[src/logic/uart_macros.svh]
/* Width and reset-value macros shared by the UART register block, transmitter and receiver */

`ifndef UART_MACROS_SVH
`define UART_MACROS_SVH

// ------------------------------------------------------------------------
// Data path widths
// ------------------------------------------------------------------------

// One character and each 8-bit register
`define UART_DATA_W 8

// Baud divisor register, in clock cycles per bit
`define UART_BAUD_W 16

// Processor data bus
`define UART_BUS_W 16

// ------------------------------------------------------------------------
// Register values after reset
// ------------------------------------------------------------------------

`define UART_BAUD_RESET 16'd8
`define UART_TX_RESET   8'h4A

`endif

[src/logic/uart_reg_pkg.sv]
/* Register map of the UART: word addresses and bit positions in STATUS and CONTROL */

`default_nettype none

package uart_reg_pkg;

    // --------------------------------------------------------------------
    // Word addresses on the data bus
    // --------------------------------------------------------------------

    typedef enum logic [5:0] {
        RXDATA   = 6'd0,
        TXDATA   = 6'd1,
        BAUD     = 6'd2,
        CONTROL  = 6'd3,
        STATUS   = 6'd4,
        INT_MASK = 6'd5
    } uart_reg_e;

    // --------------------------------------------------------------------
    // STATUS bits
    // --------------------------------------------------------------------

    // Set by a received byte, cleared by software
    localparam int STAT_RX_FULL   = 0;
    // Transmitter can take a new byte
    localparam int STAT_TX_READY  = 1;
    // Stop bit sampled low
    localparam int STAT_FRAME_ERR = 4;

    // CONTROL bits
    localparam int CTRL_TWO_STOP  = 0;

endpackage

`default_nettype wire

[src/logic/uart_frame_pkg.sv]
/* State encodings of the transmit and receive frame machines */

`default_nettype none

package uart_frame_pkg;

    // Transmitter: line idle, start bit, 8 data bits, one or two stop bits
    typedef enum logic [1:0] {
        TX_IDLE,
        TX_START,
        TX_DATA,
        TX_STOP
    } tx_state_e;

    // --------------------------------------------------------------------
    // Receiver
    // --------------------------------------------------------------------

    // START waits half a bit to confirm the falling edge was a real start
    typedef enum logic [1:0] {
        RX_IDLE,
        RX_START,
        RX_DATA,
        RX_STOP
    } rx_state_e;

endpackage

`default_nettype wire

[src/logic/uart_tx.sv]
/* UART transmitter: start bit, 8 data bits LSB first, one or two stop bits */

`default_nettype none

`include "uart_macros.svh"

module uart_tx import uart_frame_pkg::*; (
    input  wire logic                    clk,
    input  wire logic                    rst_n,
    input  wire logic [`UART_DATA_W-1:0] tx_data_i,
    input  wire logic                    valid_i,
    input  wire logic                    two_stop_i,
    input  wire logic [`UART_BAUD_W-1:0] baud_div_i,
    output logic                         txd_o,
    output logic                         ready_o
);

    tx_state_e               state_q;
    logic [`UART_BAUD_W-1:0] baud_cnt_q;
    logic [2:0]              bit_cnt_q;
    logic [`UART_DATA_W-1:0] shift_q;
    logic                    extra_stop_q;
    logic                    bit_done;
    logic                    accept;

    assign bit_done = (baud_cnt_q == baud_div_i - 1'b1);
    assign ready_o  = (state_q == TX_IDLE);
    assign accept   = valid_i && ready_o;

    // ------------------------------------------------------------------------
    // Frame sequencing
    // ------------------------------------------------------------------------
    always_ff @(posedge clk) begin
        if (!rst_n) begin
            state_q      <= TX_IDLE;
            txd_o        <= 1'b1;
            baud_cnt_q   <= '0;
            bit_cnt_q    <= '0;
            extra_stop_q <= 1'b0;
        end else begin
            baud_cnt_q <= bit_done ? '0 : baud_cnt_q + 1'b1;
            case (state_q)
                TX_IDLE: begin
                    txd_o      <= 1'b1;
                    baud_cnt_q <= '0;
                    if (accept) begin
                        // Stop-bit mode is frozen for the whole frame
                        extra_stop_q <= two_stop_i;
                        txd_o        <= 1'b0;
                        state_q      <= TX_START;
                    end
                end
                TX_START: begin
                    if (bit_done) begin
                        txd_o     <= shift_q[0];
                        bit_cnt_q <= '0;
                        state_q   <= TX_DATA;
                    end
                end
                TX_DATA: begin
                    if (bit_done) begin
                        bit_cnt_q <= bit_cnt_q + 1'b1;
                        if (bit_cnt_q == 3'd7) begin
                            txd_o   <= 1'b1;
                            state_q <= TX_STOP;
                        end else begin
                            txd_o <= shift_q[0];
                        end
                    end
                end
                default: begin
                    if (bit_done) begin
                        // Second stop bit repeats this state once
                        if (extra_stop_q) begin
                            extra_stop_q <= 1'b0;
                        end else begin
                            state_q <= TX_IDLE;
                        end
                    end
                end
            endcase
        end
    end

    // Byte shifter, loaded on accept and advanced after each bit leaves
    always_ff @(posedge clk) begin
        if (accept) begin
            shift_q <= tx_data_i;
        end else if (bit_done && (state_q == TX_START || state_q == TX_DATA)) begin
            shift_q <= {1'b0, shift_q[`UART_DATA_W-1:1]};
        end
    end

endmodule

`default_nettype wire

[src/logic/uart_rx.sv]
/* UART receiver: input synchronizer, start-edge detection, mid-bit sampling and stop check */

`default_nettype none

`include "uart_macros.svh"

module uart_rx import uart_frame_pkg::*; (
    input  wire logic                    clk,
    input  wire logic                    rst_n,
    input  wire logic                    rxd_i,
    input  wire logic [`UART_BAUD_W-1:0] baud_div_i,
    output logic [`UART_DATA_W-1:0]      rx_data_o,
    output logic                         valid_o,
    output logic                         frame_err_o
);

    rx_state_e               state_q;
    logic                    rxd_meta_q;
    logic                    rxd_sync_q;
    logic                    rxd_prev_q;
    logic [`UART_BAUD_W-1:0] baud_cnt_q;
    logic [`UART_BAUD_W-1:0] half_div;
    logic [2:0]              bit_cnt_q;
    logic [`UART_DATA_W-1:0] shift_q;
    logic                    fall;
    logic                    mid_start;
    logic                    bit_done;
    logic                    sample_data;

    // ------------------------------------------------------------------------
    // Synchronizer and edge detect
    // ------------------------------------------------------------------------

    // Idle line level is high, so the flops reset to 1
    always_ff @(posedge clk) begin
        if (!rst_n) begin
            rxd_meta_q <= 1'b1;
            rxd_sync_q <= 1'b1;
            rxd_prev_q <= 1'b1;
        end else begin
            rxd_meta_q <= rxd_i;
            rxd_sync_q <= rxd_meta_q;
            rxd_prev_q <= rxd_sync_q;
        end
    end

    assign fall        = rxd_prev_q && !rxd_sync_q;
    assign half_div    = baud_div_i >> 1;
    assign mid_start   = (baud_cnt_q == half_div - 1'b1);
    assign bit_done    = (baud_cnt_q == baud_div_i - 1'b1);
    assign sample_data = (state_q == RX_DATA) && bit_done;

    // ------------------------------------------------------------------------
    // Frame FSM
    // ------------------------------------------------------------------------
    always_ff @(posedge clk) begin
        if (!rst_n) begin
            state_q     <= RX_IDLE;
            baud_cnt_q  <= '0;
            bit_cnt_q   <= '0;
            valid_o     <= 1'b0;
            frame_err_o <= 1'b0;
        end else begin
            valid_o     <= 1'b0;
            frame_err_o <= 1'b0;
            baud_cnt_q  <= baud_cnt_q + 1'b1;
            case (state_q)
                RX_IDLE: begin
                    baud_cnt_q <= '0;
                    if (fall) begin
                        state_q <= RX_START;
                    end
                end
                RX_START: begin
                    if (mid_start) begin
                        baud_cnt_q <= '0;
                        bit_cnt_q  <= '0;
                        // A high sample here was a glitch, not a start bit
                        state_q    <= rxd_sync_q ? RX_IDLE : RX_DATA;
                    end
                end
                RX_DATA: begin
                    if (bit_done) begin
                        baud_cnt_q <= '0;
                        bit_cnt_q  <= bit_cnt_q + 1'b1;
                        if (bit_cnt_q == 3'd7) begin
                            state_q <= RX_STOP;
                        end
                    end
                end
                default: begin
                    if (bit_done) begin
                        valid_o     <= rxd_sync_q;
                        frame_err_o <= !rxd_sync_q;
                        state_q     <= RX_IDLE;
                    end
                end
            endcase
        end
    end

    // Data bits arrive LSB first
    always_ff @(posedge clk) begin
        if (sample_data) begin
            shift_q <= {rxd_sync_q, shift_q[`UART_DATA_W-1:1]};
        end
    end

    assign rx_data_o = shift_q;

endmodule

`default_nettype wire

[src/logic/uart_regs.sv]
/* UART register block: bus decode, six registers, read mux, status update and interrupt */

`default_nettype none

`include "uart_macros.svh"

module uart_regs import uart_reg_pkg::*; (
    input  wire logic                    clk,
    input  wire logic                    rst_n,
    input  wire logic                    sel_i,
    input  wire logic                    wr_en_i,
    input  wire logic [5:0]              addr_i,
    input  wire logic [`UART_BUS_W-1:0]  wdata_i,
    input  wire logic                    tx_ready_i,
    input  wire logic [`UART_DATA_W-1:0] rx_data_i,
    input  wire logic                    rx_valid_i,
    input  wire logic                    frame_err_i,
    output logic [`UART_BUS_W-1:0]       rdata_o,
    output logic                         ack_o,
    output logic                         irq_o,
    output logic [`UART_DATA_W-1:0]      tx_data_o,
    output logic                         tx_valid_o,
    output logic                         two_stop_o,
    output logic [`UART_BAUD_W-1:0]      baud_div_o
);

    logic                    rd_req;
    logic                    wr_req;
    logic                    txdata_wr;
    logic                    baud_wr;
    logic                    control_wr;
    logic                    status_wr;
    logic                    mask_wr;
    logic [`UART_BUS_W-1:0]  rmux;
    logic [`UART_DATA_W-1:0] status_next;

    logic [`UART_DATA_W-1:0] rxdata_q;
    logic [`UART_DATA_W-1:0] txdata_q;
    logic [`UART_BAUD_W-1:0] baud_q;
    logic [`UART_DATA_W-1:0] control_q;
    logic [`UART_DATA_W-1:0] status_q;
    logic [`UART_DATA_W-1:0] mask_q;

    // ------------------------------------------------------------------------
    // Bus decode
    // ------------------------------------------------------------------------

    // The cycle right after an ack is not served
    assign rd_req = sel_i && !wr_en_i && !ack_o;
    assign wr_req = sel_i && wr_en_i && !ack_o;

    always_comb begin
        txdata_wr  = 1'b0;
        baud_wr    = 1'b0;
        control_wr = 1'b0;
        status_wr  = 1'b0;
        mask_wr    = 1'b0;
        if (wr_req) begin
            case (addr_i)
                TXDATA:   txdata_wr  = 1'b1;
                BAUD:     baud_wr    = 1'b1;
                CONTROL:  control_wr = 1'b1;
                STATUS:   status_wr  = 1'b1;
                INT_MASK: mask_wr    = 1'b1;
                // RXDATA is read-only
                default: ;
            endcase
        end
    end

    always_comb begin
        case (addr_i)
            RXDATA:   rmux = {{(`UART_BUS_W-`UART_DATA_W){1'b0}}, rxdata_q};
            TXDATA:   rmux = {{(`UART_BUS_W-`UART_DATA_W){1'b0}}, txdata_q};
            BAUD:     rmux = baud_q;
            CONTROL:  rmux = {{(`UART_BUS_W-`UART_DATA_W){1'b0}}, control_q};
            STATUS:   rmux = {{(`UART_BUS_W-`UART_DATA_W){1'b0}}, status_q};
            INT_MASK: rmux = {{(`UART_BUS_W-`UART_DATA_W){1'b0}}, mask_q};
            default:  rmux = '0;
        endcase
    end

    // Status sources in priority order
    always_comb begin
        status_next = status_q;
        if (frame_err_i) begin
            status_next[STAT_FRAME_ERR] = 1'b1;
        end else if (rx_valid_i) begin
            status_next[STAT_RX_FULL] = 1'b1;
        end else if (status_wr) begin
            status_next = wdata_i[`UART_DATA_W-1:0];
        end else begin
            status_next[STAT_TX_READY] = tx_ready_i;
        end
    end

    // ------------------------------------------------------------------------
    // Registers and bus response
    // ------------------------------------------------------------------------
    always_ff @(posedge clk) begin
        if (!rst_n) begin
            rxdata_q   <= '0;
            txdata_q   <= `UART_TX_RESET;
            baud_q     <= `UART_BAUD_RESET;
            control_q  <= '0;
            status_q   <= '0;
            mask_q     <= '0;
            tx_valid_o <= 1'b0;
            ack_o      <= 1'b0;
            rdata_o    <= '0;
        end else begin
            if (rx_valid_i) rxdata_q <= rx_data_i;
            if (txdata_wr) txdata_q <= wdata_i[`UART_DATA_W-1:0];
            if (baud_wr) baud_q <= wdata_i[`UART_BAUD_W-1:0];
            if (control_wr) control_q <= wdata_i[`UART_DATA_W-1:0];
            if (mask_wr) mask_q <= wdata_i[`UART_DATA_W-1:0];
            status_q   <= status_next;
            // One-cycle start request for the transmitter
            tx_valid_o <= txdata_wr;
            ack_o      <= rd_req || wr_req;
            rdata_o    <= rd_req ? rmux : '0;
        end
    end

    assign tx_data_o  = txdata_q;
    assign two_stop_o = control_q[CTRL_TWO_STOP];
    assign baud_div_o = baud_q;
    assign irq_o      = |(status_q & mask_q);

endmodule

`default_nettype wire

[src/logic/uart_top.sv]
/* UART peripheral top: register block with transmitter and receiver */

`default_nettype none

`include "uart_macros.svh"

module uart_top (
    input  wire logic                   clk,
    input  wire logic                   rst_n,
    input  wire logic                   sel_i,
    input  wire logic                   wr_en_i,
    input  wire logic [5:0]             addr_i,
    input  wire logic [`UART_BUS_W-1:0] wdata_i,
    input  wire logic                   rxd_i,
    output logic [`UART_BUS_W-1:0]      rdata_o,
    output logic                        ack_o,
    output logic                        irq_o,
    output logic                        txd_o
);

    logic [`UART_DATA_W-1:0] tx_data;
    logic                    tx_valid;
    logic                    tx_ready;
    logic                    two_stop;
    logic [`UART_BAUD_W-1:0] baud_div;
    logic [`UART_DATA_W-1:0] rx_data;
    logic                    rx_valid;
    logic                    frame_err;

    uart_regs u_regs (
        .clk         (clk),
        .rst_n       (rst_n),
        .sel_i       (sel_i),
        .wr_en_i     (wr_en_i),
        .addr_i      (addr_i),
        .wdata_i     (wdata_i),
        .tx_ready_i  (tx_ready),
        .rx_data_i   (rx_data),
        .rx_valid_i  (rx_valid),
        .frame_err_i (frame_err),
        .rdata_o     (rdata_o),
        .ack_o       (ack_o),
        .irq_o       (irq_o),
        .tx_data_o   (tx_data),
        .tx_valid_o  (tx_valid),
        .two_stop_o  (two_stop),
        .baud_div_o  (baud_div)
    );

    uart_tx u_tx (
        .clk        (clk),
        .rst_n      (rst_n),
        .tx_data_i  (tx_data),
        .valid_i    (tx_valid),
        .two_stop_i (two_stop),
        .baud_div_i (baud_div),
        .txd_o      (txd_o),
        .ready_o    (tx_ready)
    );

    uart_rx u_rx (
        .clk         (clk),
        .rst_n       (rst_n),
        .rxd_i       (rxd_i),
        .baud_div_i  (baud_div),
        .rx_data_o   (rx_data),
        .valid_o     (rx_valid),
        .frame_err_o (frame_err)
    );

endmodule

`default_nettype wire

[config.mk]
export PLATFORM = sky130hd
export DESIGN_NAME = uart_top
export DESIGN_NICKNAME = d
export VERILOG_FILES = /design/src/logic/uart_reg_pkg.sv /design/src/logic/uart_frame_pkg.sv /design/src/logic/uart_tx.sv /design/src/logic/uart_rx.sv /design/src/logic/uart_regs.sv /design/src/logic/uart_top.sv
export VERILOG_INCLUDE_DIRS = /design/src /design/src/logic
export SDC_FILE = /design/constraint.sdc
export NUM_CORES = 1
export LEC_CHECK = 0
export BUFFER_PORTS_ARGS = -buffer_cell sky130_fd_sc_hd__buf_2
export CORE_MARGIN = 8
export CORE_UTILIZATION = 50
export DETAILED_ROUTE_END_ITERATION = 8
export PLACE_DENSITY = 0.68
export SLEW_MARGIN = 20
export SYNTH_ARGS = -nofsm -noshare
export SYNTH_HDL_FRONTEND = slang
export SYNTH_HIERARCHICAL = 1
export SYNTH_SLANG_ARGS = --single-unit
[constraint.sdc]
create_clock -name clk -period 7.45 [get_ports clk]
set_input_delay 1.49 -clock clk [delete_from_list [all_inputs] [get_ports clk]]
set_output_delay 1.49 -clock clk [all_outputs]
set_load 0.1 [all_outputs]
==> flow_summary.ini <==
[placed_design]
dp_hpwl_microns = 13500
place_congestion = 0.907
placed_cells = 1087
dpl_worst_slack_ps = 3720
port_buffers = 45

[timing]
worst_clock_skew_ps = 9.43
setup-violations-final = 0
fin_crit_ps = 3760
slew_violations = 0
fmax_mhz = 266
tightest_slew_ps = 1060
relSlewSlack_pct = 28.7
timing.final.ws_setup_ps = 3690
hold_violations = 0
whs_ps = 414
grt_setup_unrepaired = no
post-route-period-util_pct = 50.5
fin_setup_tns_ps = 0

[synthesis]
netlist_area_sq_um = 7850
synth_area_leader_cell = dfxtp_1
syn_inst = 872
synth-seq-cells = 139
yosys-top-cells-count = dfxtp_1, nand2_1, nor2_1
ys_async_sr_fraction_pct = 0
synth_flop_cell = dfxtp_1
synth_seq_area_share_pct = 37.5
yosysWarnings = 6
yosys.area.top_type_share_pct = 31.4
synth_area_leaders = dfxtp_1, edfxtp_1, mux2i_1, xor2_1, xnor2_1
yosysMostFrequentCell = dfxtp_1
ys_types = 74
avgSynthCellArea_sq_um = 9.01
synth_nets = 916
synth_edf_count = 16

[finish]
final_cells = 1119
n_antenna_cell = 0
final_core_util_pct = 56.2
syn_to_final_growth_pct = 11.7
final.fill_count = 1391
drive_gt1_share_pct = 14.1
nNetsFinal = 934

[die]
die_w_microns = 141
core_sq_um = 15600
rows = 46
start_util_pct = 50.4
top_level_ports = 46
dieArea_sq_um = 20000
die_h_microns = 141

[setup_path]
worstPathMaxFanout = 11
critical_path_class = reg -> reg
critical_path_arrival_ps = 3800
critPathRequiredTime_ps = 7490
worstSetupStartpointType = register
worst_setup_path_end_kind = register

[global_routing]
grt_usage_pct = 19.6
grt_first_pass_wirelength_microns = 31500
grt_max_degree = 45
grt_pass1_vias = 5913
antenna_found_initial = 0
globalRouteOverflowTotal = 0

[clock_tree]
root_buffer = clkbuf_16
cts_tree = done
cts.clk_slew.worst_paths_ps = 60
htreeDepth = 4
clock_sinks = 139
cts_hold_buf = 0
ctsResizeCount = 0
cts_buffers = 17
clk_latency_ps = 420
clockBufferDepth = 2
post_cts.repair.setup_buffers = 0

[power]
p_leak_nw = 3.28
combPwrFrac_pct = 7.6
pwr-share-clk_pct = 48.0
switching_share_pct = 24.1
power.density_nw_per_um2 = 199
power_switching_mw = 0.420
power.internal_mw = 1.33
ir_worst_vdd_uv = 165
pwr-share-seq_pct = 44.3

[job]
cap_violations = 0

[detailed_routing]
dr.pass1.iters = 5
drc_errors = 0
wire_per_inst_microns = 17.3
wirelength_microns = 19400
ant_nets = 0
vias_per_cell = 5.84
drt_first_iter_violations = 642
via_count = 6539

[outcome]
status = finished, final reports clean

[hold_path]
holdCritPathClass = reg -> reg
[metrics by stage]
stage	power, mW	area (sq um)
floorplan	0.886	7850
global placement	0.922	8180
detailed placement	0.922	8180
CTS	1.76	8770
global route	1.81	8770
finish	1.75	8770
[power by group through the flow]
stage	sequential, mW	clock (mW)	combinational (mW)
2_1_floorplan	0.792	0	0.0944
3_3_place_gp	0.790	0	0.132
3_5_place_dp	0.790	0	0.132
4_1_cts	0.774	0.856	0.133
5_1_grt	0.775	0.890	0.147
6_report	0.774	0.839	0.133
[critical path: stages (launching register included)]
cell,delay [ps]
dfxtp_1,440
inv_1,110
ha_1,170
nor3b_2,580
nand3_1,190
o311ai_0,400
o22ai_1,170
nand4b_1,390
o21ai_0,940
[routing by layer]
layer | global-route usage, % | share of wire, % | routed length [microns]
met5 | 0 | 0 | 0
met2 | 30.6 | 46 | 8940
met3 | 4.20 | 5.7 | 1100
met4 | 5.71 | 1.2 | 232
met1 | 26.7 | 47 | 9120
[placed cells by master (no fill, tap or decap), types with 6 or more instances in the layout]
cell         n
nor2_1      73
and3_1      11
mux4_2       8
inv_1       26
nand2b_1    10
and2_1      12
mux2_2       9
ha_1        17
a21oi_1     21
xor2_1      47
buf_2       45
clkbuf_16   17
dfxtp_1    123
nand3b_1    10
or3_1        7
edfxtp_1    16
o31ai_1     17
nor2b_1     12
nand4_1     24
xnor2_1     40
a31oi_1     16
nor3_1      22
nand2_1     86
o22ai_1      6
nor4_1      11
o21ai_0     18
nand4b_1     6
nand3_1     47
mux2i_1     42
[final timing paths]
check / to / depth (start not counted) / from / slack [ps]
worst max-delay path: u_tx/shift_q[7] / 8 / u_regs/baud_div_o[0] / 3690
worst min-delay path: u_rx/rxd_sync_q / 1 / u_rx/rxd_meta_q / 410
worst max register to register: u_tx/shift_q[7] / 8 / u_regs/baud_div_o[0] / 3690
worst min register to register: u_rx/rxd_sync_q / 1 / u_rx/rxd_meta_q / 410
[area by class of cell]
type / count / area (sq um) / share of cell area [%]
Inverter: 27 / 101 / 1.16
Clock buffer: 22 / 474 / 5.41
Clock inverter: 10 / 116 / 1.33
Sequential cell: 139 / 2940 / 33.6
Tap cell: 216 / 270 / 3.08
Multi-Input combinational cell: 655 / 4600 / 52.5
Timing Repair Buffer: 50 / 263 / 3.00
[flip-flops by register name, indices dropped and copies added (netlist names), 2 cells and up]
register	cells
u_regs/baud_div_o	16
u_tx/state_q	2
u_regs/status_q	8
u_tx/bit_cnt_q	3
u_rx/state_q	2
u_rx/rx_data_o	8
u_regs/rxdata_q	8
u_rx/bit_cnt_q	3
u_tx/baud_cnt_q	16
u_regs/control_q	8
u_rx/baud_cnt_q	16
u_regs/tx_data_o	8
u_regs/rdata_o	16
u_regs/mask_q	8
u_tx/shift_q	8
[kinds of logic after synthesis]
logic type,share of synthesized area (%)
mux,8.94
fa+ha+maj,2.71
xor+xnor,9.70
flops,37.5
buf+inv,4.05
simple gates,26.5
compound gates,10.6
(Power assumes the default switching activity.)
